File: src/hw/tcdm_cfg.svh
// Build-time constants of the group-local TCDM interconnect
// Port count, word width, bank depth and register stage depth

`ifndef TCDM_CFG_SVH
`define TCDM_CFG_SVH

// ---------------------------------------------------------------------------
// Topology
// ---------------------------------------------------------------------------

// Local ports and banks, one of each per tile
`define TCDM_NUM_TILES 4

// ---------------------------------------------------------------------------
// Memory geometry
// ---------------------------------------------------------------------------

// Word width in bits
`define TCDM_DATA_W 32

// Row address inside one bank, 64 words per bank
`define TCDM_ROW_W 6

// Entries per spill register
`define TCDM_SPILL_DEPTH 2

`endif

File: src/hw/tcdm_pkg.sv
// Request and response types of the group-local TCDM interconnect
// plus the round-robin pick shared by both crossbars

`include "tcdm_cfg.svh"

package tcdm_pkg;

  // Index and address types
  typedef logic [$clog2(`TCDM_NUM_TILES)-1:0] tile_idx_t;
  typedef logic [`TCDM_ROW_W-1:0] row_addr_t;
  // Low bits pick the bank, high bits the row
  typedef logic [`TCDM_ROW_W+$clog2(`TCDM_NUM_TILES)-1:0] tcdm_addr_t;
  typedef logic [`TCDM_DATA_W-1:0] data_t;
  typedef logic [`TCDM_DATA_W/8-1:0] strb_t;

  // ---------------------------------------------------------------------------
  // Port side
  // ---------------------------------------------------------------------------
  typedef struct packed {
    tcdm_addr_t tgt_addr;
    logic       wen;
    data_t      wdata;
    strb_t      be;
  } tcdm_req_t;

  typedef struct packed {
    data_t rdata;
  } tcdm_resp_t;

  // ---------------------------------------------------------------------------
  // Bank side
  // ---------------------------------------------------------------------------
  typedef struct packed {
    row_addr_t row;
    tile_idx_t ini_addr;
    logic      wen;
    data_t     wdata;
    strb_t     be;
  } tcdm_slv_req_t;

  typedef struct packed {
    tile_idx_t ini_addr;
    data_t     rdata;
  } tcdm_slv_resp_t;

  // First set candidate at or after ptr, wrapping
  function automatic tile_idx_t rr_pick(input logic [`TCDM_NUM_TILES-1:0] cand,
                                        input tile_idx_t ptr);
    tile_idx_t idx;
    tile_idx_t win;
    logic      found;
    win   = ptr;
    found = 1'b0;
    for (int i = 0; i < `TCDM_NUM_TILES; i++) begin
      idx = ptr + tile_idx_t'(i);
      if (!found && cand[idx]) begin
        win   = idx;
        found = 1'b1;
      end
    end
    return win;
  endfunction

endpackage

File: src/hw/tcdm_req_xbar.sv
// Request crossbar from the local ports to the banks
// Bank decode from the word address, one round-robin arbiter per bank

`timescale 1ns/1ps
`include "tcdm_cfg.svh"

module tcdm_req_xbar (
  input  logic                                          clk_i,
  input  logic                                          rst_n_i,
  input  tcdm_pkg::tcdm_req_t     [`TCDM_NUM_TILES-1:0] req_i,
  input  logic                    [`TCDM_NUM_TILES-1:0] req_valid_i,
  output logic                    [`TCDM_NUM_TILES-1:0] req_ready_o,
  output tcdm_pkg::tcdm_slv_req_t [`TCDM_NUM_TILES-1:0] slv_req_o,
  output logic                    [`TCDM_NUM_TILES-1:0] slv_req_valid_o,
  input  logic                    [`TCDM_NUM_TILES-1:0] slv_req_ready_i
);

  localparam int unsigned N      = `TCDM_NUM_TILES;
  localparam int unsigned IDX_W  = $bits(tcdm_pkg::tile_idx_t);
  localparam int unsigned ADDR_W = $bits(tcdm_pkg::tcdm_addr_t);

  // Indexed [bank][port]
  logic [N-1:0][N-1:0] cand;
  logic [N-1:0][N-1:0] gnt;
  // Indexed [port][bank]
  logic [N-1:0][N-1:0] gnt_by_port;

  tcdm_pkg::tile_idx_t [N-1:0] tgt_bank;
  tcdm_pkg::tile_idx_t [N-1:0] win;
  tcdm_pkg::tile_idx_t [N-1:0] ptr_q;

  // ---------------------------------------------------------------------------
  // Decode and arbitration
  // ---------------------------------------------------------------------------
  for (genvar p = 0; p < N; p++) begin : gen_decode
    assign tgt_bank[p] = req_i[p].tgt_addr[IDX_W-1:0];
  end

  always_comb begin
    for (int b = 0; b < N; b++) begin
      for (int p = 0; p < N; p++) begin
        cand[b][p] = req_valid_i[p] && (tgt_bank[p] == tcdm_pkg::tile_idx_t'(b));
      end
      win[b]             = tcdm_pkg::rr_pick(cand[b], ptr_q[b]);
      slv_req_valid_o[b] = |cand[b];
      slv_req_o[b]       = '{
        row:      req_i[win[b]].tgt_addr[ADDR_W-1:IDX_W],
        ini_addr: win[b],
        wen:      req_i[win[b]].wen,
        wdata:    req_i[win[b]].wdata,
        be:       req_i[win[b]].be
      };
      for (int p = 0; p < N; p++) begin
        gnt[b][p] = cand[b][p] && (win[b] == tcdm_pkg::tile_idx_t'(p)) && slv_req_ready_i[b];
      end
    end
  end

  // Pointer moves one past the winner
  always_ff @(posedge clk_i or negedge rst_n_i) begin
    if (!rst_n_i) begin
      ptr_q <= '0;
    end else begin
      for (int b = 0; b < N; b++) begin
        if (slv_req_valid_o[b] && slv_req_ready_i[b]) begin
          ptr_q[b] <= win[b] + 1'b1;
        end
      end
    end
  end

  // ---------------------------------------------------------------------------
  // Handshake back to the ports
  // ---------------------------------------------------------------------------
  for (genvar p = 0; p < N; p++) begin : gen_port
    for (genvar b = 0; b < N; b++) begin : gen_tran
      assign gnt_by_port[p][b] = gnt[b][p];
    end

    assign req_ready_o[p] = |gnt_by_port[p];
  end

  for (genvar b = 0; b < N; b++) begin : gen_bank_chk
    // Winner must be a port that addresses this bank
    a_win_requests: assert property (@(posedge clk_i) disable iff (!rst_n_i)
      slv_req_valid_o[b] |-> cand[b][win[b]])
      else $error("bank %0d picked port %0d which does not request it", b, win[b]);
  end

endmodule

File: config.mk
export PLATFORM = sky130hd
export DESIGN_NAME = tcdm_req_xbar
export DESIGN_NICKNAME = d
export VERILOG_FILES = /design/src/hw/tcdm_pkg.sv /design/src/hw/tcdm_req_xbar.sv
export VERILOG_INCLUDE_DIRS = /design/src /design/src/hw
export SDC_FILE = /design/constraint.sdc
export NUM_CORES = 1
export LEC_CHECK = 0
export BUFFER_PORTS_ARGS = -buffer_cell sky130_fd_sc_hd__buf_2
export CORE_AREA = 2 2 149 151
export CTS_BUF_LIST = sky130_fd_sc_hd__clkbuf_8
export DETAILED_ROUTE_END_ITERATION = 6
export DIE_AREA = 0 0 151 153
export HOLD_SLACK_MARGIN = 0.05
export PLACE_DENSITY_LB_ADDON = 0.3
export SYNTH_ARGS = -nofsm -noshare
export SYNTH_HDL_FRONTEND = slang
export SYNTH_SLANG_ARGS = --single-unit
File: constraint.sdc
create_clock -name clk_i -period 5.9 [get_ports clk_i]
set_input_delay 0.295 -clock clk_i [delete_from_list [all_inputs] [get_ports clk_i]]
set_output_delay 0.295 -clock clk_i [all_outputs]
set_load 0.01 [all_outputs]
==> results_dict.tcl <==
set metrics [dict create \
    outcome "finished, final reports clean" \
    syn_to_final_growth_pct 34.3 \
    cts_buffer_depth 2 \
    cts_tree "done" \
    seq_area_um2 200 \
    finalNonFillerCells 1221 \
    finClkSkew_ns 0.0000945 \
    ctsResizeCount 0 \
    fin_total_pwr_uw 3080 \
    drive_gt1_share_pct 52.2 \
    grt_overflow 0 \
    start_kind "input port" \
    grt_use_total_pct 19.9 \
    power_frac_clock_pct 2.3 \
    setup_violations 0 \
    cp_max_fo 53 \
    power_density_nw_per_um2 384 \
    rsz0062_at_grt "false" \
    vias_per_cell 5.62 \
    cts_setup_buffers 0 \
    yosys.area.top_type_share_pct 32.4 \
    port_buffers 377 \
    first_iter_violations 244 \
    synth_cell_types 54 \
    hold_path_depth 3 \
    placedCellCount 1216 \
    dr_total_vias 6867 \
    p_int_uw 1430 \
    tightest_slew_ns 0.986 \
    leakage_uw 0.00367 \
    fin_crit_ns 3.52 \
    layout.nets 1132 \
    htree_levels 1 \
    post_synth_instance_area_um2 5970 \
    rows 54 \
    syn_area_per_cell_um2 9.78 \
    fp.dieH_um 153 \
    n_fill_cell 2255 \
    required_ns 5.61 \
    clock-sinks 8 \
    clkTransAtPathRegs_ns 0.04 \
    yosys_warnings 0 \
    crit_type "input port to output pin" \
    p_sw_share_pct 53.5 \
    synth_commonest_cells "mux2i_1, mux4_2, a21oi_1" \
    drc 0 \
    hpwl_mm 18.4 \
    hold_ws_ns 0.438 \
    hold_violations 0 \
    endpoint_kind "output pin" \
    grt_max_degree 69 \
    drv_cap 0 \
    hold_class "input port to flop" \
    grt_pass1_wl_mm 37.4 \
    io_pins 378 \
    min_period_over_period_pct 59.7 \
    slew_headroom_pct 34.2 \
    synth.net_count 801 \
    cts_root_buf "clkbuf_8" \
    wl_per_cell_um 19.7 \
    drt_pre_antenna_iters 5 \
    totalWireLength_mm 24.1 \
    ys_seq_area_share_pct 3.35 \
    synth_edf_count 0 \
    grt_antenna_before_repair 1 \
    yosysMostFrequentCell "mux2i_1" \
    cts_buffers 3 \
    slew_violations 0 \
    clk_latency_ns 0.24 \
    drt.antenna.violating_nets 0 \
    gp_congestion 0.824 \
    async_reset_ff_share_pct 100 \
    ys_ff_latch 8 \
    arrival_ns 3.23 \
    initial_core_util_pct 27.8 \
    comb_power_share_pct 93.5 \
    synthCells 611 \
    seq_power_share_pct 4.2 \
    synthTopCellsByArea "mux4_2, mux2i_1, a211oi_1" \
    core_um2 21500 \
    largestRegisters "ptr_q: 8 flops" \
    yosys.area.top_type "mux4_2" \
    multi_input_area_um2 5440 \
    regMostFlops "ptr_q" \
    cts_hold_buf 1 \
    chipWidth_um 151 \
    peakVddDrop_mv 0.207 \
    r2r_cells 6 \
    fin_tns_setup_ns 0 \
    p_sw_uw 1650 \
    largest_register_ffs 8 \
    grt_pass1_vias 6827 \
    max_freq_ghz 0.284 \
    die_area_um2 23100 \
    ys.flop_type "dfrtp_1" \
]
## layout make-up
type | count | area share (%)
Sequential cell | 8 | 2.50
Multi-Input combinational cell | 538 | 67.9
Antenna cell | 1 | 0.0312
Clock buffer | 3 | 0.515
Timing Repair Buffer | 388 | 24.6
Tap cell | 280 | 4.37
Inverter | 3 | 0.140
## critical path, stage by stage
cell and delay, ns:
buf_2 0.14, or3b_1 0.54, o21ai_1 0.14, a32oi_1 0.15, nand2_4 0.74, buf_4 0.64, mux2i_1 0.27, mux2i_1 0.10
buf_2 0.18
## cells in the final DEF (no fill, tap or decap), drive strengths merged, types with 6 or more instances in the layout
| cell | synthesis | routed |
|---|---|---|
| o21ai | 22 | 22 |
| nor3b | 6 | 6 |
| nand3 | 11 | 11 |
| mux2i | 172 | 172 |
| mux4 | 86 | 86 |
| nand3b | 9 | 9 |
| a21oi | 57 | 57 |
| nor2 | 14 | 14 |
| nand2 | 21 | 21 |
| dfrtp | 8 | 8 |
| nor2b | 44 | 44 |
| a211oi | 45 | 45 |
| buf | 44 | 387 |
## layer usage
layer,vias up,global-route usage (%),share of wire [%]
met5,-,0,0
met4,0,4.01,1.7
met3,32,2.54,6.2
met2,314,35.9,51
met1,3370,25.3,41
li1,3151,-,-
## power groups by stage
stage | logic [uW] | registers, uW | clock network [uW]
2_1_floorplan | 2000 | 97.9 | 0
3_3_place_gp | 2880 | 129 | 0
3_5_place_dp | 2910 | 129 | 0
4_1_cts | 2920 | 128 | 73.2
5_1_grt | 3110 | 136 | 73.9
6_report | 2880 | 130 | 70.7
## through the flow
stage	utilization (%)	worst slack, ns	cell area [um^2]
3_5_place_dp	37.1	2.39	7970
5_1_grt	37.3	2.14	8020
4_1_cts	37.3	2.38	8020
3_3_place_gp	37.1	2.44	7970
6_report	37.3	2.38	8020
2_1_floorplan	-	3.66	5970
## cell families (layout without fill, tap and decap cells)
family / Yosys count / in the layout / synth area share (%)
and+or+nand+nor: 132 / 132 / 13.2
xor gates and xnor gates: 3 / 3 / 0.440
AOI/OAI and AO/OA: 145 / 145 / 15.5
buffers and inverters: 65 / 394 / 6.30
muxes: 258 / 258 / 61.2
DFF: 8 / 8 / 3.35
other: 0 / 1 / 0
## final timing paths
path	slack [ns]	endpoint	startpoint
setup / recovery	2.38	slv_req_o[28]	req_i[173]
hold / removal	0.44	ptr_q[4]	slv_req_ready_i[2]
setup reg to reg	3.55	ptr_q[3]	ptr_q[3]
hold reg to reg	0.54	ptr_q[4]	ptr_q[4]
max in group asynchronous	5.27	ptr_q[2]	rst_n_i
min in group asynchronous	0.45	ptr_q[1]	rst_n_i
Power figures use the tool's default switching activity.
