### config.mk
export PLATFORM = sky130hd
export DESIGN_NAME = tcdm_spill_reg
export DESIGN_NICKNAME = d
export VERILOG_FILES = /design/src/hw/tcdm_spill_reg.sv
export VERILOG_INCLUDE_DIRS = /design/src /design/src/hw
export SDC_FILE = /design/constraint.sdc
export NUM_CORES = 1
export LEC_CHECK = 0
export ABC_CLOCK_PERIOD_IN_PS = 1900
export BUFFER_PORTS_ARGS = -buffer_cell sky130_fd_sc_hd__buf_2
export CORE_AREA = 3 3 40 42
export CTS_CLUSTER_SIZE = 40
export DETAILED_ROUTE_END_ITERATION = 10
export DIE_AREA = 0 0 43 45
export PLACE_DENSITY = 0.41
export REMOVE_ABC_BUFFERS = 1
export SLEW_MARGIN = 20
export SYNTH_ARGS = -nofsm -noshare
export SYNTH_HDL_FRONTEND = slang
export SYNTH_SLANG_ARGS = --single-unit
export TNS_END_PERCENT = 10
### constraint.sdc
create_clock -name clk_i -period 1.9 [get_ports clk_i]
set_input_delay 0.475 -clock clk_i [delete_from_list [all_inputs] [get_ports clk_i]]
set_output_delay 0.475 -clock clk_i [all_outputs]
set_load 0.01 [all_outputs]
### src/hw/tcdm_cfg.svh
// Build-time constants of the group-local TCDM interconnect
// Port count, word width, bank depth and register stage depth

`ifndef TCDM_CFG_SVH
`define TCDM_CFG_SVH

// ---------------------------------------------------------------------------
// Topology
// ---------------------------------------------------------------------------

// Local ports and banks, one of each per tile
`define TCDM_NUM_TILES 4

// ---------------------------------------------------------------------------
// Memory geometry
// ---------------------------------------------------------------------------

// Word width in bits
`define TCDM_DATA_W 32

// Row address inside one bank, 64 words per bank
`define TCDM_ROW_W 6

// Entries per spill register
`define TCDM_SPILL_DEPTH 2

`endif

### src/hw/tcdm_spill_reg.sv
// Two-entry valid/ready register stage for any payload type
// Keeps full throughput and breaks the ready path between its sides

`timescale 1ns/1ps
`include "tcdm_cfg.svh"

module tcdm_spill_reg #(
  parameter type T = logic
) (
  input  logic clk_i,
  input  logic rst_n_i,
  input  logic valid_i,
  output logic ready_o,
  input  T     data_i,
  output logic valid_o,
  input  logic ready_i,
  output T     data_o
);

  localparam int unsigned DEPTH = `TCDM_SPILL_DEPTH;
  localparam int unsigned PTR_W = (DEPTH > 1) ? $clog2(DEPTH) : 1;
  localparam int unsigned CNT_W = $clog2(DEPTH + 1);

  T                 mem_q [DEPTH];
  logic [PTR_W-1:0] wr_ptr_q;
  logic [PTR_W-1:0] rd_ptr_q;
  logic [CNT_W-1:0] cnt_q;
  logic             push;
  logic             pop;

  // Ready only depends on the fill level
  assign ready_o = (cnt_q != CNT_W'(DEPTH));
  assign valid_o = (cnt_q != '0);
  assign data_o  = mem_q[rd_ptr_q];
  assign push    = valid_i & ready_o;
  assign pop     = valid_o & ready_i;

  always_ff @(posedge clk_i or negedge rst_n_i) begin
    if (!rst_n_i) begin
      wr_ptr_q <= '0;
      rd_ptr_q <= '0;
      cnt_q    <= '0;
    end else begin
      if (push) begin
        wr_ptr_q <= (wr_ptr_q == PTR_W'(DEPTH - 1)) ? '0 : wr_ptr_q + 1'b1;
      end
      if (pop) begin
        rd_ptr_q <= (rd_ptr_q == PTR_W'(DEPTH - 1)) ? '0 : rd_ptr_q + 1'b1;
      end
      cnt_q <= cnt_q + CNT_W'(push) - CNT_W'(pop);
    end
  end

  always_ff @(posedge clk_i) begin
    if (push) begin
      mem_q[wr_ptr_q] <= data_i;
    end
  end

  // Stalled output must hold its payload
  a_hold_stable: assert property (@(posedge clk_i) disable iff (!rst_n_i)
    valid_o && !ready_i |=> valid_o && $stable(data_o))
    else $error("spill register output changed while stalled");

endmodule

==> flow_metrics.env, run 1 <==
export IMPL_fp_row_count=13
export IMPL_fmax_ghz=0.597
export IMPL_syn_area_sq_um=270
export IMPL_fin_cells=46
export IMPL_die_y_um=45
export IMPL_finalSetupViolations=0
export IMPL_synthFlopType="dfrtp_1"
export IMPL_core_sq_mm=0.00128
export IMPL_power_density_mw_per_mm2=1690
export IMPL_routed_wl_um=453
export IMPL_fin_crit_ns=1.67
export IMPL_gr_usage_all_layers_pct=5.87
export IMPL_drt_iter0_markers=0
export IMPL_vdd_drop_max_mv=0.385
export IMPL_ctsResizeCount=0
export IMPL_grt_pass1_vias=182
export IMPL_cp_required_ns=2.06
export IMPL_n_antenna_cell=0
export IMPL_worstPathArrival_ns=1.84
export IMPL_placed_cell_area_sq_um=324
export IMPL_hp_class="in2async"
export IMPL_fin_worst_skew_ns=0.00735
export IMPL_avgRoutedWirePerCell_um=9.85
export IMPL_min_period_over_period_pct=88.1
export IMPL_critPathCaptureType="register"
export IMPL_cts_tree="yes"
export IMPL_synth_seq_cells=6
export IMPL_hold_violations=0
export IMPL_crit_fanout=3
export IMPL_grt_max_degree=5
export IMPL_cts_sinks=6
export IMPL_worst_setup_path_start_kind="register"
export IMPL_vias=170
export IMPL_cts_buffers=3
export IMPL_synth_common_cells="4 x dfrtp_1, 3 x xnor2_1, 2 x edfxtp_1, 2 x ha_1"
export IMPL_ys_types=13
export IMPL_maxCapViolCount=0
export IMPL_dp_final_hpwl_um=373
export IMPL_clock_latency_ns=0.25
export IMPL_postLayoutCoreUtil_pct=27.3
export IMPL_vias_per_cell=3.70
export IMPL_wl_met3_um=31
export IMPL_netlist_instances=20
export IMPL_fin_setup_tns_ns=0
export IMPL_io_pin_count=8
export IMPL_final_area_sq_um=350
export IMPL_overflow=0
export IMPL_cts_root_buffer="clkbuf_4"
export IMPL_io_buffer_count=7
export IMPL_layout_drive_gt1_share_pct=38.7
export IMPL_rsz0062_at_grt="false"
export IMPL_cts_buffer_depth=2
export IMPL_cts_hold_fix_buffers=0
export IMPL_holdWs_ns=0.0204
export IMPL_worst_pin_slew_ns=0.173
export IMPL_antenna_found_initial=0
export IMPL_synth_area_leaders="dfrtp_1 37%, edfxtp_1 22%, xnor2_1 9.7%"
export IMPL_nets=39
export IMPL_die_area_sq_mm=0.00194
export IMPL_yosysSeqAreaShare_pct=59.3
export IMPL_wl_met2_um=223
export IMPL_first_pass_iters=1
export IMPL_dieWidth_um=43
export IMPL_max_slew_margin_pct=88.4
export IMPL_wl_met1_um=198
export IMPL_yosys_warnings=0
export IMPL_path_clk_slew_ns=0.05
export IMPL_avgSynthCellArea_sq_um=13.5
export IMPL_routed_top_layer="met3"
export IMPL_post_cts_buffers=0
export IMPL_yosysTopAreaCellShare_pct=37.0
export IMPL_synth_edf_count=2
export IMPL_drc=0
export IMPL_gp_congestion=0.668
export IMPL_leakagePower_nw=0.161
export IMPL_synth_most_common_cell="dfrtp_1"
export IMPL_initial_core_util_pct=21.0
export IMPL_dp_cells=42
export IMPL_fillers=141
export IMPL_critPathKind="reg2reg"
export IMPL_yosysTopAreaCell="dfrtp_1"
export IMPL_grt_pass1_wl_um=759
export IMPL_h_tree_depth=1
export IMPL_ant_nets=0
export IMPL_outcome="finished clean"
export IMPL_drv_slew=0
export IMPL_area_growth_pct=29.6
export IMPL_async_reset_ff_share_pct=66.7
==> kinds of logic (layout without fill, tap and decap cells) <==
group	Yosys count	after routing	synth area share [%]
muxes	1	1	4.17
xor gates and xnor gates	4	4	13.0
buffers and inverters	1	12	1.39
and+or+nand+nor	6	6	13.0
DFF	6	6	59.3
adders and majority gates	2	2	9.26
==> power by group <==
| part | leakage [nW] | total, mW | switching (mW) | internal (mW) |
|---|---|---|---|---|
| registers | 0.0652 | 0.230 | 0.0353 | 0.194 |
| logic | 0.0807 | 0.228 | 0.105 | 0.124 |
| clock network | 0.0150 | 0.133 | 0.0526 | 0.0800 |
| total | 0.161 | 0.591 | 0.193 | 0.398 |
==> area by class of cell <==
cell class	instances	area [sq um]	area share (%)
Tap cell	15	18.8	5.36
Timing Repair Buffer	7	35.0	10.0
Sequential cell	6	160	45.7
Inverter	1	3.75	1.07
Clock buffer	4	26.3	7.50
Multi-Input combinational cell	13	106	30.4
==> routing by layer <==
layer	vias to the layer above	track usage (%)
met4	0	5.42
met2	3	8.68
met5	-	0
met1	79	5.17
li1	88	-
met3	0	4.38
==> state kept, by name, indices dropped and copies added (netlist names) <==
register	flops
cnt_q	2
mem_q	2
rd_ptr_q	1
wr_ptr_q	1
==> cells in the final DEF, fill, tap and decap left out, types with 2 or more instances in the layout <==
cell type	count
buf_2	7
dfrtp_1	4
xnor2_1	3
clkbuf_4	3
ha_1	2
edfxtp_1	2
==> path summary, 6_finish.rpt <==
path,cells after the start,from,endpoint,slack (ns)
max,7,cnt_q[1],cnt_q[1],0.23
min,1,rst_n_i,wr_ptr_q,0.02
max reg2reg,7,cnt_q[1],cnt_q[1],0.23
min reg2reg,1,rd_ptr_q,rd_ptr_q,0.48
max in group asynchronous,1,rst_n_i,cnt_q[0],1.75
min in group clk_i,1,data_i,mem_q[0],0.42
==> worst max-delay path, cell delays in order (launching register included) <==
cell and delay (ns):
dfrtp_1 0.39, or2_1 0.24, and2_4 0.17, ha_1 0.27
inv_1 0.04, ha_1 0.18, xnor2_1 0.17, xnor2_1 0.14
==> through the flow <==
step                      setup slack, ns  total power [mW]
after floorplan                     0.241             0.398
after global placement              0.255             0.457
after detailed placement            0.222             0.466
after CTS                           0.202             0.607
after global routing                0.105             0.646
final                               0.226             0.591
No activity file was read; power rests on OpenSTA's default activity.
==> run 2, diff against run 1 <==
--- a/config.mk
+++ b/config.mk
@@ -12,6 +12,7 @@
 export CTS_CLUSTER_SIZE = 40
 export DETAILED_ROUTE_END_ITERATION = 10
 export DIE_AREA = 0 0 43 45
+export HOLD_SLACK_MARGIN = 0.05
 export PLACE_DENSITY = 0.41
 export REMOVE_ABC_BUFFERS = 1
 export SLEW_MARGIN = 20
==> flow_metrics.env, run 2 (synthesized netlist as in run 1, its figures left out) <==
export IMPL_outcome="finished clean"
export IMPL_fin_setup_tns_ns=0
export IMPL_ctsResizeCount=0
export IMPL_cts_sinks=6
export IMPL_power_density_mw_per_mm2=1640
export IMPL_antenna_found_initial=0
export IMPL_h_tree_depth=1
export IMPL_placed_cell_area_sq_um=324
export IMPL_hp_class="in2reg"
export IMPL_sw_frac_of_total_pct=32.6
export IMPL_avgRoutedWirePerCell_um=9.70
export IMPL_final_area_sq_um=360
export IMPL_critPathKind="reg2reg"
export IMPL_fmax_ghz=0.597
export IMPL_drc=0
export IMPL_vias_per_cell=3.66
export IMPL_cts_buffer_depth=2
export IMPL_power_internal_uw=399
export IMPL_final_cell_mix="7 x buf_2, 4 x dfrtp_1, 3 x xnor2_1, 3 x clkbuf_4"
export IMPL_cts_root_buffer="clkbuf_4"
export IMPL_holdPathEnd="mem_q[0]"
export IMPL_drv_slew=0
export IMPL_clock_power_share_pct=22.4
export IMPL_rsz0062_at_grt="false"
export IMPL_seqPwrFrac_pct=38.8
export IMPL_power_frac_comb_pct=38.8
export IMPL_die_y_um=45
export IMPL_crit_fanout=3
export IMPL_critPathCaptureType="register"
export IMPL_leakagePower_nw=0.165
export IMPL_area_growth_pct=33.3
export IMPL_min_period_over_period_pct=88.1
export IMPL_initial_core_util_pct=21.0
export IMPL_core_sq_mm=0.00128
export IMPL_hold_violations=0
export IMPL_gp_congestion=0.668
export IMPL_worstPathArrival_ns=1.84
export IMPL_grt_max_degree=5
export IMPL_worst_setup_path_start_kind="register"
export IMPL_mostFrequentLayoutCell="buf_2"
export IMPL_drt_iter0_markers=0
export IMPL_holdWs_ns=0.415
export IMPL_dp_final_hpwl_um=373
export IMPL_maxCapViolCount=0
export IMPL_whs_path_depth=1
export IMPL_grt_pass1_vias=182
export IMPL_clock_latency_ns=0.25
export IMPL_switching_power_uw=193
export IMPL_max_slew_margin_pct=88.4
export IMPL_setup_slack_ns=0.226
export IMPL_cp_required_ns=2.06
export IMPL_rr_worst_depth=7
export IMPL_vias=172
export IMPL_dp_slack_ns=0.222
export IMPL_top_regs="cnt_q: 2 flops, mem_q: 2 flops"
export IMPL_first_pass_iters=1
export IMPL_worst_pin_slew_ns=0.173
export IMPL_io_buffer_count=7
export IMPL_cts_buffers=3
export IMPL_fin_crit_ns=1.67
export IMPL_r2r_end="cnt_q[1]"
export IMPL_gr_usage_all_layers_pct=5.87
export IMPL_routed_wl_um=456
export IMPL_cts_tree="yes"
export IMPL_grt_pass1_wl_um=759
export IMPL_fin_worst_skew_ns=0.00735
export IMPL_fillers=140
export IMPL_path_clk_slew_ns=0.05
export IMPL_vdd_drop_max_mv=0.387
export IMPL_io_pin_count=8
export IMPL_ant_nets=0
export IMPL_finalSetupViolations=0
export IMPL_reg2reg_slack_ns=0.23
export IMPL_postLayoutCoreUtil_pct=28.0
export IMPL_layout_drive_gt1_share_pct=37.5
export IMPL_dieWidth_um=43
export IMPL_nets=40
export IMPL_fp_row_count=13
export IMPL_hp_start="data_i"
export IMPL_n_antenna_cell=0
export IMPL_overflow=0
export IMPL_die_area_sq_mm=0.00194
export IMPL_worstReg2RegStart="cnt_q[1]"
[run 2: through the flow]
stage / std cells / power (mW)
after global placement: 42 / 0.457
after CTS: 47 / 0.609
after global routing: 47 / 0.648
after floorplan: 20 / 0.398
final: 47 / 0.592
after detailed placement: 42 / 0.466
[run 2: worst max path at each step]
stage,start,end,slack [ns],cells past startpoint
floorplan,cnt_q[1],cnt_q[1],0.24,7
global placement,cnt_q[1],cnt_q[1],0.26,7
detailed placement,cnt_q[1],cnt_q[1],0.22,7
CTS,cnt_q[1],cnt_q[1],0.20,7
global route,cnt_q[1],cnt_q[1],0.11,7
finish,cnt_q[1],cnt_q[1],0.23,7
[run 2: area by class of cell]
cell class              count  area, sq um  share of cell area, %
well taps                  15         18.8                   5.21
inverters                   1         3.75                   1.04
clock buffers               4         26.3                   7.29
flip-flops and latches      6          160                   44.4
multi-input cells          13          106                   29.5
repair buffers              8         45.0                   12.5
[run 2: worst max-delay path, cell delays in order, from the launching register on]
cell     delay [ns]
dfrtp_1        0.39
or2_1          0.24
and2_4         0.17
ha_1           0.27
inv_1          0.04
ha_1           0.18
xnor2_1        0.17
xnor2_1        0.14
[run 2: repair_timing]
item                       CTS  global route
buffers inserted             0             0
hold endpoints to repair     4             0
hold buffers                 1             0
setup endpoints to repair    0             0
[run 2: layer usage]
layer / wire length (um) / track usage, % / vias up
li1: - / - / 90
met2: 223 / 8.68 / 3
met3: 28 / 3.98 / 0
met5: 0 / 0 / -
met1: 205 / 5.42 / 79
met4: 0 / 5.42 / 0
[run 2: power groups by stage]
stage / clock network, mW / logic (mW) / registers [mW]
final: 0.133 / 0.230 / 0.230
after CTS: 0.141 / 0.236 / 0.231
after global routing: 0.151 / 0.261 / 0.237
after global placement: 0 / 0.227 / 0.230
after floorplan: 0 / 0.174 / 0.225
after detailed placement: 0 / 0.233 / 0.234
==> run 3, diff against run 2 <==
--- a/config.mk
+++ b/config.mk
@@ -9,6 +9,7 @@
 export ABC_CLOCK_PERIOD_IN_PS = 1900
 export BUFFER_PORTS_ARGS = -buffer_cell sky130_fd_sc_hd__buf_2
 export CORE_AREA = 3 3 40 42
+export CTS_BUF_LIST = sky130_fd_sc_hd__clkbuf_4
 export CTS_CLUSTER_SIZE = 40
 export DETAILED_ROUTE_END_ITERATION = 10
 export DIE_AREA = 0 0 43 45
==> flow_metrics.env, run 3 (synthesized netlist as in run 1, its figures left out) <==
export IMPL_gp_congestion=0.668
export IMPL_fin_worst_skew_ns=0.00540
export IMPL_crit_family="adder cells"
export IMPL_hp_class="in2reg"
export IMPL_power_density_mw_per_mm2=1670
export IMPL_critPathBufInv=1
export IMPL_fmax_ghz=0.597
export IMPL_drt_iter0_markers=0
export IMPL_area_growth_pct=34.7
export IMPL_routed_wl_um=477
export IMPL_whs_path_depth=1
export IMPL_cts_tree="yes"
export IMPL_critPathKind="reg2reg"
export IMPL_io_buffer_count=7
export IMPL_dp_slack_ns=0.222
export IMPL_vdd_drop_max_mv=0.393
export IMPL_worstPathArrival_ns=1.85
export IMPL_cts_sinks=6
export IMPL_finalSetupViolations=0
export IMPL_seq_area_sq_um=160
export IMPL_max_slew_margin_pct=88.4
export IMPL_leakagePower_nw=0.168
export IMPL_vias_per_cell=3.81
export IMPL_crit_cells=7
export IMPL_top_regs="cnt_q: 2 flops, mem_q: 2 flops"
export IMPL_grt_busiest_layer="met4"
export IMPL_cts_buffer_depth=2
export IMPL_cts_root_buffer="clkbuf_4"
export IMPL_die_y_um=45
export IMPL_hold_violations=0
export IMPL_fp_row_count=13
export IMPL_dp_final_hpwl_um=373
export IMPL_drc=0
export IMPL_gr_usage_all_layers_pct=6.80
export IMPL_overflow=0
export IMPL_path_clk_slew_ns=0.05
export IMPL_drv_slew=0
export IMPL_fin_crit_ns=1.67
export IMPL_crit_slowest_cell="dfrtp_1"
export IMPL_use_met2_pct=8.68
export IMPL_reg2reg_slack_ns=0.23
export IMPL_grt_max_degree=5
export IMPL_nets=40
export IMPL_clock_latency_ns=0.26
export IMPL_critPathCaptureType="register"
export IMPL_h_tree_depth=1
export IMPL_rr_worst_depth=7
export IMPL_cts_buffers=3
export IMPL_final_cell_mix="7 x buf_2, 4 x clkbuf_4, 4 x dfrtp_1"
export IMPL_worst_setup_path_start_kind="register"
export IMPL_post_cts_buffers=0
export IMPL_outcome="finished clean"
export IMPL_fin_setup_tns_ns=0
export IMPL_first_pass_iters=1
export IMPL_vias=179
export IMPL_grt_pass1_vias=185
export IMPL_crit_fanout=3
export IMPL_mostFrequentLayoutCell="buf_2"
export IMPL_setup_slack_ns=0.226
export IMPL_maxCapViolCount=0
export IMPL_io_pin_count=8
export IMPL_use_met1_pct=5.17
export IMPL_cp_required_ns=2.07
export IMPL_worst_pin_slew_ns=0.172
export IMPL_dieWidth_um=43
export IMPL_n_antenna_cell=0
export IMPL_min_period_over_period_pct=88.1
export IMPL_critical_path_max_stage_delay_ns=0.39
export IMPL_fillers=143
export IMPL_layout_drive_gt1_share_pct=40.6
export IMPL_grtUsageMet3_pct=3.98
export IMPL_rsz0062_at_grt="false"
export IMPL_initial_core_util_pct=21.0
export IMPL_avgRoutedWirePerCell_um=10.1
export IMPL_multi_input_area_sq_um=106
export IMPL_grt_pass1_wl_um=779
export IMPL_dp_cells=42
export IMPL_path_cells="or2_1 > and2_4 > ha_1 > inv_1 > ha_1 > xnor2_1 > xnor2_1"
export IMPL_core_sq_mm=0.00128
export IMPL_antenna_found_initial=0
export IMPL_fin_cells=47
export IMPL_ant_nets=0
export IMPL_die_area_sq_mm=0.00194
run 3: cell count changes in the layout (fill, tap and decap cells not counted):
cell / change
clkbuf_1: -1
clkbuf_4: +1
run 3: layout make-up:
class / instances / area share [%]
sequential: 6 / 44.0
multi-input combinational: 13 / 29.2
clock buffer: 4 / 8.25
timing repair buffer: 8 / 12.4
inverter: 1 / 1.03
tap: 15 / 5.15
run 3: metal layers:
layer | part of all wire [%] | vias to the layer above
met3 | 8.4 | 5
met2 | 43 | 6
met1 | 39 | 77
met5 | 0 | -
li1 | - | 91
met4 | 8.8 | 0
run 3: path summary, 6_finish.rpt:
kind,startpoint,end
worst max-delay path,cnt_q[1],cnt_q[1]
max in group asynchronous,rst_n_i,cnt_q[0]
worst min-delay path,data_i,mem_q[1]
worst min register to register,rd_ptr_q,rd_ptr_q
min in group asynchronous,rst_n_i,wr_ptr_q
worst max register to register,cnt_q[1],cnt_q[1]
run 3: worst register-to-register path: stages, from the launching register on:
cell and delay [ns]:
dfrtp_1 0.39, or2_1 0.24, and2_4 0.17, ha_1 0.27
inv_1 0.04, ha_1 0.18, xnor2_1 0.17, xnor2_1 0.14
run 3: through the flow:
step / utilization (%) / hold WS (ns) / instance area [sq um] / power, mW
after detailed placement: 25.2 / 0.289 / 324 / 0.466
after global routing: 28.3 / 0.404 / 364 / 0.663
final: 28.3 / 0.410 / 364 / 0.608
after CTS: 28.3 / 0.403 / 364 / 0.625
after floorplan: - / 0.179 / 270 / 0.398
after global placement: 25.2 / 0.286 / 324 / 0.457
run 3: timing repair:
item | CTS | global route
resized for setup | 0 | 0
hold endpoints to repair | 4 | 0
hold buffers | 1 | 0
run 3: where the power goes:
part	switching, mW	internal, mW
clock network	0.0554	0.0944
logic	0.104	0.125
registers	0.0351	0.195
total	0.195	0.414
